`config.mk`:
```
export PLATFORM = sky130hd
export DESIGN_NAME = fx_divider
export DESIGN_NICKNAME = d
export VERILOG_FILES = /design/src/source/dab_pkg.sv /design/src/source/fx_divider.sv
export VERILOG_INCLUDE_DIRS = /design/src /design/src/source
export SDC_FILE = /design/constraint.sdc
export NUM_CORES = 1
export LEC_CHECK = 0
export ABC_AREA = 1
export BUFFER_PORTS_ARGS = -buffer_cell sky130_fd_sc_hd__buf_2
export CAP_MARGIN = 15
export CORE_MARGIN = 5
export CORE_UTILIZATION = 25
export CTS_CLUSTER_DIAMETER = 150
export DETAILED_ROUTE_END_ITERATION = 7
export HOLD_SLACK_MARGIN = 0.03
export PLACE_DENSITY = 0.46
export SLEW_MARGIN = 10
export SYNTH_ARGS = -nofsm -noshare
export SYNTH_HDL_FRONTEND = slang
export SYNTH_SLANG_ARGS = --single-unit
```
`constraint.sdc`:
```
create_clock -name clk -period 9.9 [get_ports clk]
set_input_delay 2.97 -clock clk [delete_from_list [all_inputs] [get_ports clk]]
set_output_delay 2.97 -clock clk [all_outputs]
set_load 0.05 [all_outputs]
```
`src/source/dab_consts.svh`:
```
`ifndef DAB_CONSTS_SVH
`define DAB_CONSTS_SVH

// word formats
`define WORD_W    32
`define FRAC_BITS 16
`define ANGLE_W   9

////////////////////////////////////////
// Q16.16 constants

`define ONE         32'sd65536
`define TURNS_RATIO 32'sd360448     // n1/n2 = 5.5
`define K_FEAS      32'sd131072     // 2.0
`define K_PHI       32'sd411775     // 4*pi*L at nominal fs
`define ANGLE_SCALE 32'sd5319493    // 255/pi

////////////////////////////////////////
// angle codes

// full half period
`define TAU_FULL 9'sd255

// values after reset
`define TAU1_RST 9'sd255
`define TAU2_RST 9'sd147
`define PHI_RST  (-9'sd9)

`endif

```
`src/source/dab_pkg.sv`:
```
`include "dab_consts.svh"

package dab_pkg;

  typedef logic signed [`WORD_W-1:0]  fixed_t;   // Q16.16
  typedef logic signed [`ANGLE_W-1:0] angle_t;   // -256..255

  // calculator steps
  typedef enum logic [2:0] {
    IDLE,
    SCALE,
    DIV_RATIO,
    FEAS,
    DIV_PHI,
    ANGLES,
    DONE
  } calc_state_t;

  typedef enum logic [1:0] {
    MODE_APPLIED = 2'd0,
    MODE_HELD    = 2'd3
  } mode_t;

endpackage

```
`src/source/fx_divider.sv`:
```
`timescale 1ns/1ps
`include "dab_consts.svh"

module fx_divider
(
  input  logic            clk,
  input  logic            rst,
  input  logic            div_valid,
  output logic            div_ready,
  input  dab_pkg::fixed_t div_dividend,
  input  dab_pkg::fixed_t div_divisor,
  output logic            quot_valid,
  output dab_pkg::fixed_t quotient
);

  localparam int NUM_W = `WORD_W + `FRAC_BITS;
  localparam int STEPS = NUM_W / 2;    // radix 4
  localparam int LAST  = `WORD_W + 1;

  logic               busy;
  logic [5:0]         cnt;
  logic               neg;
  logic               den_zero;
  logic [`WORD_W-1:0] den;
  logic [`WORD_W-1:0] rem;
  logic [NUM_W-1:0]   num;             // dividend bits out, quotient bits in
  logic [`WORD_W-1:0] mag_a;
  logic [`WORD_W-1:0] mag_b;
  logic [`WORD_W:0]   step1;
  logic [`WORD_W:0]   step2;
  logic [`WORD_W-1:0] q_low;

  // {quotient bit, new remainder}
  function automatic logic [`WORD_W:0] div_step(input logic [`WORD_W-1:0] r,
                                                input logic               b,
                                                input logic [`WORD_W-1:0] d);
    logic [`WORD_W:0] trial;
    logic [`WORD_W:0] diff;
    trial = {r, b};
    diff  = trial - {1'b0, d};
    if (trial >= {1'b0, d})
      return {1'b1, diff[`WORD_W-1:0]};
    return {1'b0, trial[`WORD_W-1:0]};
  endfunction

  always_comb
  begin
    mag_a = div_dividend[`WORD_W-1] ? -div_dividend : div_dividend;
    mag_b = div_divisor[`WORD_W-1] ? -div_divisor : div_divisor;
    step1 = div_step(rem, num[NUM_W-1], den);
    step2 = div_step(step1[`WORD_W-1:0], num[NUM_W-2], den);
    q_low = num[`WORD_W-1:0];
  end

  assign div_ready = ~busy;

  always_ff @(posedge clk or posedge rst)
  begin
    if (rst)
    begin
      busy       <= 1'b0;
      cnt        <= '0;
      quot_valid <= 1'b0;
    end
    else
    begin
      quot_valid <= 1'b0;
      if (div_valid && div_ready)
      begin
        busy <= 1'b1;
        cnt  <= '0;
      end
      else if (busy)
      begin
        cnt <= cnt + 6'd1;
        if (cnt == LAST)
        begin
          busy       <= 1'b0;
          quot_valid <= 1'b1;
        end
      end
    end
  end

  always_ff @(posedge clk)
  begin
    if (div_valid && div_ready)
    begin
      den      <= mag_b;
      rem      <= '0;
      num      <= {mag_a, {`FRAC_BITS{1'b0}}};
      neg      <= div_dividend[`WORD_W-1] ^ div_divisor[`WORD_W-1];
      den_zero <= (div_divisor == '0);
    end
    else if (busy)
    begin
      if (cnt < STEPS)
      begin
        rem <= step2[`WORD_W-1:0];
        num <= {num[NUM_W-3:0], step1[`WORD_W], step2[`WORD_W]};
      end
      if (cnt == LAST)
        quotient <= den_zero ? {1'b0, {(`WORD_W-1){1'b1}}} : (neg ? -q_low : q_low);
    end
  end

endmodule

```
# Word-level counts from Yosys, hierarchy flattened
# Index checks and enable logic that the tools add are counted.
# word_totals
reg_bits,154
inputBits,67
output_inout_bits,34
word_cells,51
# op_classes
add_sub_neg,6
n_lt_le_gt_ge,3
n_eq_ne,1
n_mux,20
bitwise,3
reduce_logical,7
# op_table
operator,n
48-bit two-way mux,3
33-bit two-way mux,4
32-bit negation,3
33-bit by 32-bit greater-or-equal comparator with 1-bit output,2
32-bit two-way mux,2
32-bit subtractor,2
32-bit zero test,1
31-bit two-way mux,1
6-bit two-way mux,2
1-bit two-way mux,8
6-bit by 1-bit adder with 6-bit output (second input constant),1
6-bit == test (second input constant),1
6-bit by 5-bit less-than comparator with 1-bit output (second input constant),1
2-bit AND reduction,2
2-bit nonzero test,2
3-bit AND reduction,1
1-bit inverter,2
1-bit logical AND,1
1-bit bitwise XOR,1

# Depth between registers and ports, before layout
# logic_depth
word_depth,9
ltp_mapped,33
depth_no_buf,32

# Least setup slack after synthesis
# Ideal clock, no wire load.
# synth_timing
kind,in2reg
startpoint,input div_valid
endpoint,"register num[16], enable pin"
setup_time_ns,0.409
arrival_ns,4.576
required_time_ns,9.491
path_slack_ns,4.915
path_stages,5
n_path_buf,1
path_cell_list,nand2_1 > clkinv_1 > nor2_1 > inv_1 > clkbuf_1
# synth_via
elab_chain_cells,3
word_cells_on_any_way,4
cone_classes,4 x reduce/logical
# synth_lines
item,line,source
"start, declared",fx_divider.sv:8,"input logic div_valid,"
1-bit logical AND *,fx_divider.sv:87,if (div_valid && div_ready)
2-bit nonzero test (no line),-,
2-bit AND reduction (no line) *,-,
"end signal, assigned",fx_divider.sv:91,"num <= {mag_a, {`FRAC_BITS{1'b0}}};"
"end signal, assigned",fx_divider.sv:100,"num <= {num[NUM_W-3:0], step1[`WORD_W], step2[`WORD_W]};"
"end, declared",fx_divider.sv:26,logic [NUM_W-1:0] num;
# Every way passes the cells marked *; elsewhere a longest branch is shown, timed or not.
# A chain may end at the register's enable or synchronous reset.

# Final worst setup path
# layout_timing
startpoint,register den[12]
endpoint,register rem[31]
# layout_via
elab_chain_cells,6
word_cells_on_any_way,10
cone_classes,2 x add/sub; 2 x order compare; 6 x mux
# layout_lines
item,line,source
"start, declared",fx_divider.sv:24,logic [`WORD_W-1:0] den;
"start signal, assigned",fx_divider.sv:89,den <= mag_b;
32-bit subtractor or 33-bit by 32-bit greater-or-equal comparator with 1-bit output (tied branches),"fx_divider.sv:40, fx_divider.sv:41",
33-bit two-way mux or 1-bit two-way mux (tied branches),fx_divider.sv:41,"if (trial >= {1'b0, d})"
33-bit two-way mux,fx_divider.sv:43,"return {1'b0, trial[`WORD_W-1:0]};"
32-bit subtractor or 33-bit by 32-bit greater-or-equal comparator with 1-bit output (tied branches),"fx_divider.sv:40, fx_divider.sv:41",
33-bit two-way mux or 1-bit two-way mux (tied branches),fx_divider.sv:41,
33-bit two-way mux *,fx_divider.sv:43,
"end signal, assigned",fx_divider.sv:99,rem <= step2[`WORD_W-1:0];
"end, declared",fx_divider.sv:25,logic [`WORD_W-1:0] rem;
# Every way passes the cells marked *; elsewhere a longest branch is shown, timed or not. The select of a mux whose other input is x is not followed.

==> results.yml <==
status:
  status: "finished, final reports clean"
synthesis:
  yosys.cell_types.count: 52
  avgSynthCellArea_um2: 6.80
  ys_ff_latch: 154
  ys_top_cells_by_count: "nand2_1 (454), inv_1 (266), nor2_1 (205)"
  post-synth-top-area-cell: "edfxtp_1"
  post-synth-top-count-cell: "nand2_1"
  synth-async-reset-ratio: 0.0519
  yosys.area.top_type_share: 0.234
  synth_flop_cell: "edfxtp_1"
  yosys_warnings: 0
  syn_area_mm2: 0.0126
  synth-edff-count: 98
  syn_nets: 1987
  ys_seq_area_frac: 0.327
  synthCells: 1849
  ys_top_cells_by_area: "edfxtp_1 (23%), nand2_1 (14%), inv_1 (7.9%)"
timing:
  fin_crit_sh: 0.542
  setup_violations: 0
  rsz0062_at_grt: "no"
  finalHoldViolCount: 0
  slew_viol_final: 0
  slew_headroom: 0.289
  tightest_slew_ns: 1.06
  fmax_mhz: 186
  fin_tns_setup_ns: 0
  skew_ns: 0.0146
  min_period_ns: 5.37
route:
  via_per_inst: 4.71
  antenna_left: 0
  drc: 0
  vias: 12300
  wl_per_cell_um: 16.0
  drt-total-wl_um: 41900
  drt_pass1_iterations: 6
  drt_iter0_markers: 883
global_route:
  antenna_found_initial: 0
  grt_pass1_wl_um: 65800
  overflow: 0
  grt_usage: 0.152
  grt_pass1_vias: 12100
  grt_max_degree: 61
worst_hold_path:
  hold_depth: 2
  min_from: "rem[12]$_SDFFE_PP0P_"
  min_to: "rem[12]$_SDFFE_PP0P_"
  hp-class: "flip-flop to flip-flop"
setup_path:
  worstPathRequired_ns: 10.21
  cpPeakStageDelay_ns: 0.55
  r2r_setup_slack_ns: 4.53
  critical-path-top-delay-family: "simple AND/OR/NAND/NOR gates"
  path_max_fanout: 60
  crit_cells: 27
  worstSetupPathType: "flip-flop to flip-flop"
  crit_buf_inv: 2
  r2r-start: "den[12]$_DFFE_PP_"
  end_kind: "flip-flop"
  slowest_stage: "nand3_4"
  arrival_ns: 5.68
  r2r_cells: 27
  path_common_cell: "nand2_1"
  r2r-end: "rem[31]$_SDFFE_PP0P_"
  cp-start-kind: "flip-flop"
cts:
  cts_max_level: 4
  cts_resized: 0
  root_buffer: "clkbuf_16"
  cts_tree: "built"
  clk_path_buf_depth: 2
  cts.clk_slew.worst_paths_ns: 0.06
  cts.sinks: 154
  cts_buffers: 17
  cts_setup_buffers: 0
  cts_hold_buf: 0
  clkLatencyLatePin_ns: 0.46
floorplanning:
  num_io_pins: 101
  die_width_um: 234
  fp.dieH_um: 234
  dieArea_mm2: 0.0548
  rows: 82
  core_area_mm2: 0.0500
  initial_core_util: 0.251
place:
  dpl.hpwl_um: 33600
  io_buffers: 100
  gp_routability_congestion: 0.906
run:
  cap_violations: 0
final_layout:
  area_growth_pct: 13.8
  diodes: 0
  drive_gt1_frac: 0.0973
  fin_util: 0.286
  layout.nets: 2068
  n_fill_cell: 5504
==> worst reg2reg max path: stages (launching register included) <==
cell and delay [ns]:
edfxtp_1 0.36, inv_1 0.16, ha_1 0.33, a21oi_1 0.33, nand2_1 0.12, nand2_1 0.07, nand2_1 0.05, nand2_1 0.07
nand3_2 0.15, nand2_2 0.13, nand2_4 0.34, o21ai_1 0.53, inv_1 0.09, ha_1 0.33, nand2_1 0.15, a21oi_1 0.06
nor2_1 0.09, nand2_1 0.14, nand3_1 0.10, nand2_1 0.11, nand3_1 0.10, nand2_1 0.08, nand2_1 0.35, nand3_4 0.56
nand2_1 0.22, nand2_1 0.07, nor2_1 0.11, nor2_1 0.04
==> stage by stage <==
stage / instances / hold slack (ns) / area, µm² / worst slack, ns
final: 2615 / 0.475 / 14300 / 4.53
after global routing: 2615 / 0.499 / 14300 / 4.04
after CTS: 2615 / 0.478 / 14300 / 4.51
after detailed placement: 2583 / 0.467 / 13700 / 4.07
after global placement: 2583 / 0.464 / 13700 / 4.07
after floorplan: 1849 / 0.443 / 12600 / 4.92
==> worst max-delay path by stage <==
stage / from / end / slack [ns]
after global placement: div_valid / num[1]$_SDFFE_PP0P_ / 4.07
final: den[12]$_DFFE_PP_ / rem[31]$_SDFFE_PP0P_ / 4.53
after global routing: den[2]$_DFFE_PP_ / rem[31]$_SDFFE_PP0P_ / 4.04
after CTS: den[1]$_DFFE_PP_ / rem[31]$_SDFFE_PP0P_ / 4.51
after detailed placement: div_valid / num[1]$_SDFFE_PP0P_ / 4.07
after floorplan: div_valid / num[16]$_DFFE_PP_ / 4.92
==> final cells by class <==
class,count,area (µm²),area share
Tap cell,672,841,0.0588
Clock inverter,10,86.3,0.00604
Sequential cell,154,4100,0.287
Timing Repair Buffer,105,538,0.0376
Clock buffer,22,485,0.0339
Multi-Input combinational cell,1378,7220,0.505
Inverter,274,1030,0.0719
==> logic make-up after synthesis <==
kind of cell / Yosys count / share of synthesized area
buffers and inverters: 317 / 0.0993
AO/OA/AOI/OAI: 321 / 0.140
AND/OR/NAND/NOR: 917 / 0.314
adder cells (fa/ha/maj): 71 / 0.0719
XOR/XNOR: 69 / 0.0481
flip-flops: 154 / 0.327
==> sequential cells by signal, summed over array words and instances, names as in the netlist <==
name / flops
num: 48
den: 32
quotient: 32
rem: 32
cnt: 6
busy: 1
den_zero: 1
neg: 1
quot_valid: 1
==> layer usage <==
metal  GRT usage  wire length, µm  part of all wire  vias up
li1            -                -                 -     6236
met2       0.252            19600              0.47      323
met1       0.205            19400              0.46     5699
met3      0.0178             1790             0.043       53
met5           0                0                 0        -
met4      0.0532             1090             0.026        0
==> cells in the final DEF (no fill, tap or decap), types with 33 or more instances in the layout <==
master    instances
o21ai_1          33
buf_2           100
nor3_1           33
edfxtp_1         98
xnor2_1          44
a21oi_1         100
inv_1           265
dfxtp_1          48
nand3_1         148
o21ai_0         115
nand2_1         454
ha_1             69
nor2_1          203
Power is not shown: default switching activity piles up to over one toggle a cycle in this logic, so the estimate is an artifact.
