**src/source/dab_consts.svh**
```systemverilog
`ifndef DAB_CONSTS_SVH
`define DAB_CONSTS_SVH

// word formats
`define WORD_W    32
`define FRAC_BITS 16
`define ANGLE_W   9

////////////////////////////////////////
// Q16.16 constants

`define ONE         32'sd65536
`define TURNS_RATIO 32'sd360448     // n1/n2 = 5.5
`define K_FEAS      32'sd131072     // 2.0
`define K_PHI       32'sd411775     // 4*pi*L at nominal fs
`define ANGLE_SCALE 32'sd5319493    // 255/pi

////////////////////////////////////////
// angle codes

// full half period
`define TAU_FULL 9'sd255

// values after reset
`define TAU1_RST 9'sd255
`define TAU2_RST 9'sd147
`define PHI_RST  (-9'sd9)

`endif

```
**src/source/dab_pkg.sv**
```systemverilog
`include "dab_consts.svh"

package dab_pkg;

  typedef logic signed [`WORD_W-1:0]  fixed_t;   // Q16.16
  typedef logic signed [`ANGLE_W-1:0] angle_t;   // -256..255

  // calculator steps
  typedef enum logic [2:0] {
    IDLE,
    SCALE,
    DIV_RATIO,
    FEAS,
    DIV_PHI,
    ANGLES,
    DONE
  } calc_state_t;

  typedef enum logic [1:0] {
    MODE_APPLIED = 2'd0,
    MODE_HELD    = 2'd3
  } mode_t;

endpackage

```
**src/source/mode_select.sv**
```systemverilog
`timescale 1ns/1ps
`include "dab_consts.svh"

module mode_select
(
  input  logic            clk,
  input  logic            rst,
  input  logic            trigger,
  input  logic            result_valid,
  input  logic            feasible,
  input  dab_pkg::angle_t tau1_new,
  input  dab_pkg::angle_t tau2_new,
  input  dab_pkg::angle_t phi_new,
  output dab_pkg::angle_t tau1,
  output dab_pkg::angle_t tau2,
  output dab_pkg::angle_t phi,
  output dab_pkg::mode_t  modo
);

  import dab_pkg::*;

  logic   trig_s1;
  logic   trig_s2;
  logic   trig_d;
  logic   rise;                         // registered edge
  logic   pend_valid;
  logic   pend_feasible;
  angle_t pend_tau1;
  angle_t pend_tau2;
  angle_t pend_phi;
  logic   apply;

  // tau1 must stay below a full half period
  assign apply = pend_valid && pend_feasible && (pend_tau1 < `TAU_FULL);

  always_ff @(posedge clk or posedge rst)
  begin
    if (rst)
    begin
      trig_s1    <= 1'b0;
      trig_s2    <= 1'b0;
      trig_d     <= 1'b0;
      rise       <= 1'b0;
      pend_valid <= 1'b0;
      tau1       <= `TAU1_RST;
      tau2       <= `TAU2_RST;
      phi        <= `PHI_RST;
      modo       <= MODE_APPLIED;
    end
    else
    begin
      trig_s1 <= trigger;
      trig_s2 <= trig_s1;
      trig_d  <= trig_s2;
      rise    <= trig_s2 & ~trig_d;
      if (rise)
      begin
        pend_valid <= 1'b0;
        if (apply)
        begin
          tau1 <= pend_tau1;
          tau2 <= pend_tau2;
          phi  <= pend_phi;
          modo <= MODE_APPLIED;
        end
        else
          modo <= MODE_HELD;            // old angles stay
      end
      if (result_valid)
        pend_valid <= 1'b1;             // newest result wins
    end
  end

  always_ff @(posedge clk)
  begin
    if (result_valid)
    begin
      pend_feasible <= feasible;
      pend_tau1     <= tau1_new;
      pend_tau2     <= tau2_new;
      pend_phi      <= phi_new;
    end
  end

endmodule

```
**config.mk**
```make
export PLATFORM = sky130hd
export DESIGN_NAME = mode_select
export DESIGN_NICKNAME = d
export VERILOG_FILES = /design/src/source/dab_pkg.sv /design/src/source/mode_select.sv
export VERILOG_INCLUDE_DIRS = /design/src /design/src/source
export SDC_FILE = /design/constraint.sdc
export NUM_CORES = 1
export LEC_CHECK = 0
export BUFFER_PORTS_ARGS = -buffer_cell sky130_fd_sc_hd__buf_2
export CAP_MARGIN = 30
export CORE_ASPECT_RATIO = 1.4
export CORE_MARGIN = 3
export CORE_UTILIZATION = 55
export DETAILED_ROUTE_END_ITERATION = 6
export PLACE_DENSITY_LB_ADDON = 0.2
export RECOVER_POWER = 50
export SYNTH_ARGS = -nofsm -noshare
export SYNTH_HDL_FRONTEND = slang
export SYNTH_SLANG_ARGS = --single-unit
```
**constraint.sdc**
```tcl
create_clock -name clk -period 3.1 [get_ports clk]
set_input_delay 0.155 -clock clk [delete_from_list [all_inputs] [get_ports clk]]
set_output_delay 0.155 -clock clk [all_outputs]
set_load 0.02 [all_outputs]
```
Yosys cells after proc, flatten, opt, wreduce, memory -nomap -nowiden
Cells that the tools add are included.
{"block": "classes", "reduce_logical": 4, "mux": 3, "n_lt_le_gt_ge": 1, "bitwise_logic": 2}
{"operator": "< comparator 9 bit, second input constant", "n": 1}
{"operator": "logical AND 1 bit", "n": 2}
{"operator": "2-to-1 mux 1 bit", "n": 2}
{"operator": "2-to-1 mux 2 bit", "n": 1}
{"operator": "AND reduction 2 bit", "n": 1}
{"operator": "nonzero test 2 bit", "n": 1}
{"operator": "AND 1 bit", "n": 1}
{"operator": "inverter 1 bit", "n": 1}
{"block": "word_totals", "ff_bits": 62, "in_bits": 32}

Depth between registers and ports, before layout
Gate-level depths: netlist (run 1).
{"block": "depth", "depth_word": 3, "ltp_mapped": 5}

Worst setup path before layout (run 1)
OpenSTA, ideal clock, no wires.
{"block": "synth_timing", "path_kind": "flip-flop to flip-flop", "from": "register pend_tau1[8]", "to": "register phi[3]", "n_path_buf": 1, "arrival_time_ps": 1069, "required_ps": 2971, "setup_slack_ps": 1902, "setup_time_ps": 129, "path_stages_with_launch": 5, "path_cell_list": "edfxtp_1 > nand4b_2 > buf_2 > o211ai_1 > nand3_1"}
{"block": "synth_between", "elab_chain_cells": 3}
{"element": "start: declaration", "line_no": "mode_select.sv:28", "rtl": "angle_t pend_tau1;"}
{"element": "start signal: assignment", "line_no": "mode_select.sv:79", "rtl": "pend_tau1 <= tau1_new;"}
{"element": "< comparator 9 bit (no line)"}
{"element": "logical AND 1 bit", "line_no": "mode_select.sv:34", "rtl": "assign apply = pend_valid && pend_feasible && (pend_tau1 < `TAU_FULL);"}
{"element": "AND reduction 2 bit (no line)"}
{"element": "end signal: assignment", "line_no": "mode_select.sv:47", "rtl": "phi <= `PHI_RST;"}
{"element": "end signal: assignment", "line_no": "mode_select.sv:63", "rtl": "phi <= pend_phi;"}
{"element": "end: declaration", "line_no": "mode_select.sv:16", "rtl": "output dab_pkg::angle_t phi,"}
No other way between the ends.
A chain may end at the register's enable or synchronous reset.

Final worst setup path (run 1)
{"block": "layout_timing", "from": "register pend_tau1[1]", "to": "register tau1[3]"}
{"block": "layout_between", "elab_chain_cells": 3}
{"element": "< comparator 9 bit (no line)"}
{"element": "logical AND 1 bit", "line_no": "mode_select.sv:34"}
{"element": "AND reduction 2 bit (no line)"}
{"element": "end signal: assignment", "line_no": "mode_select.sv:45", "rtl": "tau1 <= `TAU1_RST;"}
{"element": "end signal: assignment", "line_no": "mode_select.sv:61", "rtl": "tau1 <= pend_tau1;"}
{"element": "end: declaration", "line_no": "mode_select.sv:14", "rtl": "output dab_pkg::angle_t tau1,"}
No other way between the ends.

==> impl_metrics.json, run 1 <==
{
  "skew_ps": 11.4,
  "finalPower_uw": 2320,
  "synth-async-reset-ratio": 0.541,
  "ys_seq_area_frac": 0.604,
  "synth_ff_type": "edfxtp_1",
  "coreArea_um2": 4880,
  "netlist_top_cells_area": "edfxtp_1 (30%), dfstp_2 (19%), dfrtp_1 (12%)",
  "syn_to_final_growth_pct": 26.4,
  "clock_sinks": 61,
  "clk_path_buf_depth": 2,
  "port_buffers": 60,
  "cp_cell_sequence": "buf_4 > and2_1 > a41oi_1 > o22a_1",
  "min_from": "trig_s1",
  "critPathArrivalTime_ps": 2110,
  "critPathLaunch": "pend_tau1[1]",
  "h-tree-depth": 3,
  "fmax_mhz": 542,
  "antenna_found_initial": 0,
  "post_cts_buffers": 0,
  "hpwl_mm": 3.65,
  "grt_max_degree": 48,
  "drt.antenna.violating_nets": 0,
  "final_layout_size_suffix_gt1_frac": 0.305,
  "power_density_nw_per_um2": 656,
  "fin_tns_setup_ps": 0,
  "grt_pass1_wl_mm": 10.5,
  "hp-class": "reg2reg",
  "irDropWorstVdd_mv": 0.509,
  "reg2reg_from": "pend_tau1[1]",
  "violations": "max-capacitance violations, max-slew violations",
  "viasPerCell": 5.86,
  "gp_congestion": 0.717,
  "yosys.area.top_type": "edfxtp_1",
  "ys_warn_count": 0,
  "grt_pass1_vias": 2187,
  "ys_types": 30,
  "drc_errors": 0,
  "status": "complete, but fails checks",
  "cp_slowest_cell": "and2_1",
  "regToRegSetupSlack_ps": 1250,
  "insertion_delay_ps": 330,
  "wl_met1_mm": 2.62,
  "num_antenna_cells": 0,
  "synthesis.area_um2": 2800,
  "post-route-period-util": 0.596,
  "start_util": 0.574,
  "synth_top_area_share": 0.300,
  "cpLargestDelayFamily": "simple AND/OR/NAND/NOR gates",
  "ios": 61,
  "setup-violations-final": 0,
  "row_count": 30,
  "route.top_layer_used": "met4",
  "crit_path_max_fanout": 24,
  "required_ps": 3360,
  "first_iter_violations": 115,
  "cts-root-buf": "clkbuf_8",
  "worstSetupStartpointType": "flip-flop",
  "r2r_end": "tau1[3]",
  "path_clk_slew_ps": 70,
  "die_w_um": 66.3,
  "dr.pass1.iters": 5,
  "crit_buf_inv": 1,
  "worst_pin_slew_ps": 1590,
  "dieArea_um2": 5990,
  "grt_setup_unrepaired": "no",
  "wl_met2_mm": 3.37,
  "drt-total-wl_mm": 6.40,
  "vias": 2196,
  "fin_crit_ps": 1850,
  "r2r.worst_path.cells": 4,
  "avgSynthCellArea_um2": 12.6,
  "wl_per_cell_um": 17.1,
  "overflow": 0,
  "finalHoldViolCount": 0,
  "wl_met3_um": 330,
  "maxSlewViolCount": 30,
  "hold_depth": 0,
  "cts_buffers": 9,
  "cp_slowest_stage_delay_ps": 780,
  "crit_type": "reg2reg",
  "grt_usage": 0.233,
  "hold_path_end": "trig_s2",
  "syn-instance-count": 223,
  "syn-num-nets": 255,
  "dieHeight_um": 90.4,
  "tritoncts": "built",
  "maxSlewHeadroom": -0.0620,
  "final_nets": 338,
  "max-cap-violations": 1,
  "end_kind": "flip-flop",
  "synth-seq-cells": 61,
  "p_leak_uw": 0.00136,
  "synth_edf_count": 28
}
per-stage QoR:
step / instances / hold WS (ps) / worst slack, ps / util / cell area [um2]
after global placement: 328 / 264 / 1280 / 0.627 / 3060
after global routing: 375 / 377 / 1090 / 0.725 / 3540
after CTS: 375 / 355 / 1270 / 0.730 / 3560
after floorplan: 223 / 186 / 1900 / - / 2800
after detailed placement: 329 / 264 / 1300 / 0.632 / 3090
final: 375 / 359 / 1250 / 0.725 / 3540
state kept, by name, summed over array words and instances, names as in the netlist:
signal	count
trig_s1	1
trig_s2	1
modo	1
tau1	9
rise	1
pend_tau2	9
pend_feasible	1
tau2	9
trig_d	1
pend_valid	1
phi	9
pend_phi	9
pend_tau1	9
Yosys cell counts, types with 3 or more instances:
library cell,count
nor4_1,3
nor2_1,8
nand3_1,24
dfstp_2,20
nand4_1,21
nand2_1,3
edfxtp_1,28
o211ai_1,20
buf_4,4
mux2i_1,20
buf_2,10
inv_1,3
clkbuf_1,5
nor3_1,3
dfrtp_1,13
a21boi_0,20
final cells by class:
| class | count | area, um2 |
|---|---|---|
| flip-flops and latches | 61 | 1690 |
| fillers | 360 | 1340 |
| multi-input cells | 137 | 952 |
| repair buffers | 94 | 626 |
| clock buffers | 14 | 143 |
| well taps | 64 | 80.1 |
| clock inverters | 2 | 35.0 |
| inverters | 3 | 11.3 |
worst register-to-register path, cell delays in order, from the launching register on:
cell,delay (ps)
edfxtp_1,320
buf_4,240
and2_1,790
a41oi_1,210
o22a_1,220
worst max path at each step:
stage,end,slack [ps],cells past startpoint
final,tau1[3],1250,4
after global routing,tau1[5],1090,5
after CTS,tau1[3],1270,4
after detailed placement,tau1[3],1300,4
after global placement,tau1[3],1280,4
after floorplan,phi[3],1900,4
layer usage:
metal | up-vias | global-route usage
met5 | - | 0
met4 | 0 | 0.0898
met3 | 9 | 0.0685
met2 | 77 | 0.373
met1 | 1082 | 0.293
li1 | 1028 | -
where the power goes:
group	total, uW	internal, uW	leakage [uW]	switching [uW]
logic	516	203	0.000636	313
clock network	656	372	0.0000887	284
registers	1150	1040	0.000634	104
logic make-up after synthesis:
group                  synth area share
AO/OA/AOI/OAI                     0.127
buffers and inverters            0.0554
flip-flops                        0.604
multiplexers                     0.0715
AND/OR/NAND/NOR                   0.142
timing repair:
item	in CTS	in global routing
hold buffers	30	0
hold endpoints to repair	35	0
gates resized for setup	0	0
layout by cell type (no fill, tap or decap), drive strengths merged:
cell type	instances
and4b	1
nor2b	2
nor4b	1
and3	2
and2	1
a41oi	2
nand4b	1
dlygate4sd3	30
o22a	2
o211ai	20
nor2	8
edfxtp	28
nand3	24
nand4	21
mux2i	20
buf	62
dfstp	20
clkinv	1
nand2	3
a211oi	1
nor3	3
dfrtp	13
a21oi	1
bufinv	1
a21o	1
a21boi	20
clkbuf	16
inv	3
nor4	3
No activity file was read; power rests on OpenSTA's default activity.
==> run 2, diff against run 1 <==
--- a/config.mk
+++ b/config.mk
@@ -6,11 +6,12 @@
 export SDC_FILE = /design/constraint.sdc
 export NUM_CORES = 1
 export LEC_CHECK = 0
+export ABC_AREA = 1
 export BUFFER_PORTS_ARGS = -buffer_cell sky130_fd_sc_hd__buf_2
 export CAP_MARGIN = 30
 export CORE_ASPECT_RATIO = 1.4
 export CORE_MARGIN = 3
-export CORE_UTILIZATION = 55
+export CORE_UTILIZATION = 51
 export DETAILED_ROUTE_END_ITERATION = 6
 export PLACE_DENSITY_LB_ADDON = 0.2
 export RECOVER_POWER = 50
==> constraint.sdc (replaced) <==
create_clock -name clk -period 1.85 [get_ports clk]
set_input_delay 0.0925 -clock clk [delete_from_list [all_inputs] [get_ports clk]]
set_output_delay 0.0925 -clock clk [all_outputs]
set_load 0.02 [all_outputs]
==> impl_metrics.json, run 2 <==
{
  "status": "finished, final reports clean",
  "cts_buffers": 9,
  "gp_congestion": 0.817,
  "row_count": 27,
  "drt-total-wl_mm": 4.01,
  "maxSlewHeadroom": 0.0266,
  "ys_types": 13,
  "synth_top_area_share": 0.384,
  "synth_ff_type": "edfxtp_1",
  "end_kind": "flip-flop",
  "fmax_mhz": 795,
  "dr.pass1.iters": 4,
  "hp-class": "reg2reg",
  "clock_sinks": 61,
  "cpMostUsedCell": "nand2_1",
  "syn-instance-count": 169,
  "worstSetupStartpointType": "flip-flop",
  "start_util": 0.544,
  "grt_usage": 0.182,
  "num_antenna_cells": 0,
  "layout_commonest_cell": "nand2_1",
  "setup-violations-final": 0,
  "fin_crit_ps": 1260,
  "crit_type": "reg2reg",
  "final_area_um2": 2980,
  "port_buffers": 60,
  "wl_met3_um": 172,
  "yosys.area.top_type": "edfxtp_1",
  "finalHoldViolCount": 0,
  "post-route-period-util": 0.680,
  "yosys-top-cells-count": "nand2_1 (59), edfxtp_1 (28), nand3_1 (28)",
  "post_cts_buffers": 0,
  "die_w_um": 61.3,
  "final_nets": 297,
  "maxSlewViolCount": 0,
  "final_cell_mix": "nand2_1 (59), buf_2 (58), dlygate4sd3_1 (30), nand3_1 (28), edfxtp_1 (28)",
  "clk_path_buf_depth": 2,
  "layout.area.seq_um2": 1690,
  "grt_pass1_vias": 1472,
  "worst_pin_slew_ps": 1460,
  "dpl-instance-area_um2": 2500,
  "max-cap-violations": 0,
  "dieHeight_um": 83.5,
  "worst_hold_slack_ps": 360,
  "ios": 61,
  "insertion_delay_ps": 320,
  "wl_met2_mm": 2.04,
  "dieArea_um2": 5120,
  "grt_setup_unrepaired": "no",
  "regToRegSetupSlack_ps": 590,
  "wl_per_cell_um": 12.8,
  "viasPerCell": 4.80,
  "cp_slowest_cell": "nand2_2",
  "ys_seq_area_frac": 0.773,
  "vias": 1503,
  "synth-async-reset-ratio": 0.541,
  "cpLargestDelayFamily": "simple AND/OR/NAND/NOR gates",
  "fin_tns_setup_ps": 0,
  "drt.antenna.violating_nets": 0,
  "power_density_nw_per_um2": 1160,
  "synth_most_common_cell": "nand2_1",
  "synth_edf_count": 28,
  "overflow": 0,
  "ys_warn_count": 0,
  "crit_buf_inv": 0,
  "netlist_top_cells_area": "edfxtp_1 (38%), dfstp_2 (24%), dfrtp_1 (15%)",
  "antenna_found_initial": 0,
  "tritoncts": "built",
  "cts-resized-gates": 0,
  "multi_input_area_um2": 405,
  "hpwl_mm": 2.49,
  "route.top_layer_used": "met4",
  "hold_buffers": 30,
  "syn_to_final_growth_pct": 36.3,
  "first_iter_violations": 41,
  "n_fill_cell": 285,
  "p_leak_uw": 0.00141,
  "irDropWorstVdd_mv": 0.765,
  "cts-root-buf": "clkbuf_8",
  "synthesis.area_um2": 2190,
  "required_ps": 2110,
  "cp_cell_sequence": "nor2_1 > nand3_1 > nand2_2 > nand2_1 > nand2_1",
  "coreArea_um2": 4020,
  "drc_errors": 0,
  "final_layout_size_suffix_gt1_frac": 0.363,
  "h-tree-depth": 3,
  "wl_met1_mm": 1.68,
  "skew_ps": 5.86,
  "path_clk_slew_ps": 60,
  "critPathArrivalTime_ps": 1520,
  "avgSynthCellArea_um2": 12.9,
  "grt_max_degree": 34,
  "synth-seq-cells": 61,
  "cp_slowest_stage_delay_ps": 390,
  "grt_pass1_wl_mm": 6.76,
  "syn-num-nets": 201,
  "crit_path_max_fanout": 27
}
## run 2: cell count changes after synthesis, sizes merged, moves of 7 or more
cell,delta
a21boi,-20
buf,-7
mux2i,-20
nand2,+57
nand4,-21
o211ai,-20
## run 2: report_power, final
| part | total, uW | leakage [uW] | switching [uW] | internal [uW] |
|---|---|---|---|---|
| clock network | 1080 | 0.0000970 | 449 | 635 |
| registers | 1780 | 0.000639 | 93.8 | 1690 |
| logic | 583 | 0.000670 | 361 | 222 |
## run 2: per-layer routing
layer | vias to the layer above | track usage
met5 | - | 0
li1 | 753 | -
met4 | 0 | 0.110
met3 | 10 | 0.0341
met1 | 692 | 0.221
met2 | 48 | 0.288
## run 2: worst register-to-register path: cells and delay by family, from the launching register on
kind             cells  cell delay, ps
and+or+nand+nor      5             820
DFF                  1             380
## run 2: final timing paths
| check | startpoint | cells after the start | endpoint |
|---|---|---|---|
| max | pend_tau1[8] | 5 | phi[8] |
| min reg2reg | trig_s1 | 0 | trig_s2 |
| min | trig_s1 | 0 | trig_s2 |
| max in group asynchronous | rst | 4 | tau2[8] |
| min in group asynchronous | rst | 4 | trig_d |
| max reg2reg | pend_tau1[8] | 5 | phi[8] |
## run 2: cell type report
type / instances / share of cell area
Clock buffer: 16 / 0.0638
Inverter: 4 / 0.00504
Multi-Input combinational cell: 95 / 0.136
Sequential cell: 61 / 0.567
Tap cell: 43 / 0.0180
Timing Repair Buffer: 94 / 0.210
## run 2: cell families (layout without fill, tap and decap cells)
| logic type | count (synthesis) | in the layout | synth area share |
|---|---|---|---|
| buffers and inverters | 13 | 114 | 0.0412 |
| and+or+nand+nor | 93 | 93 | 0.178 |
| AOI/OAI and AO/OA | 2 | 2 | 0.00744 |
| DFF | 61 | 61 | 0.773 |
## run 2: metrics by stage
stage | cells | util | setup slack (ps) | total power [uW]
2_1_floorplan | 169 | - | 761 | 2130
3_3_place_gp | 267 | 0.621 | 613 | 2340
3_5_place_dp | 267 | 0.621 | 594 | 2350
4_1_cts | 313 | 0.743 | 575 | 3490
5_1_grt | 313 | 0.742 | 415 | 3630
6_report | 313 | 0.742 | 592 | 3450
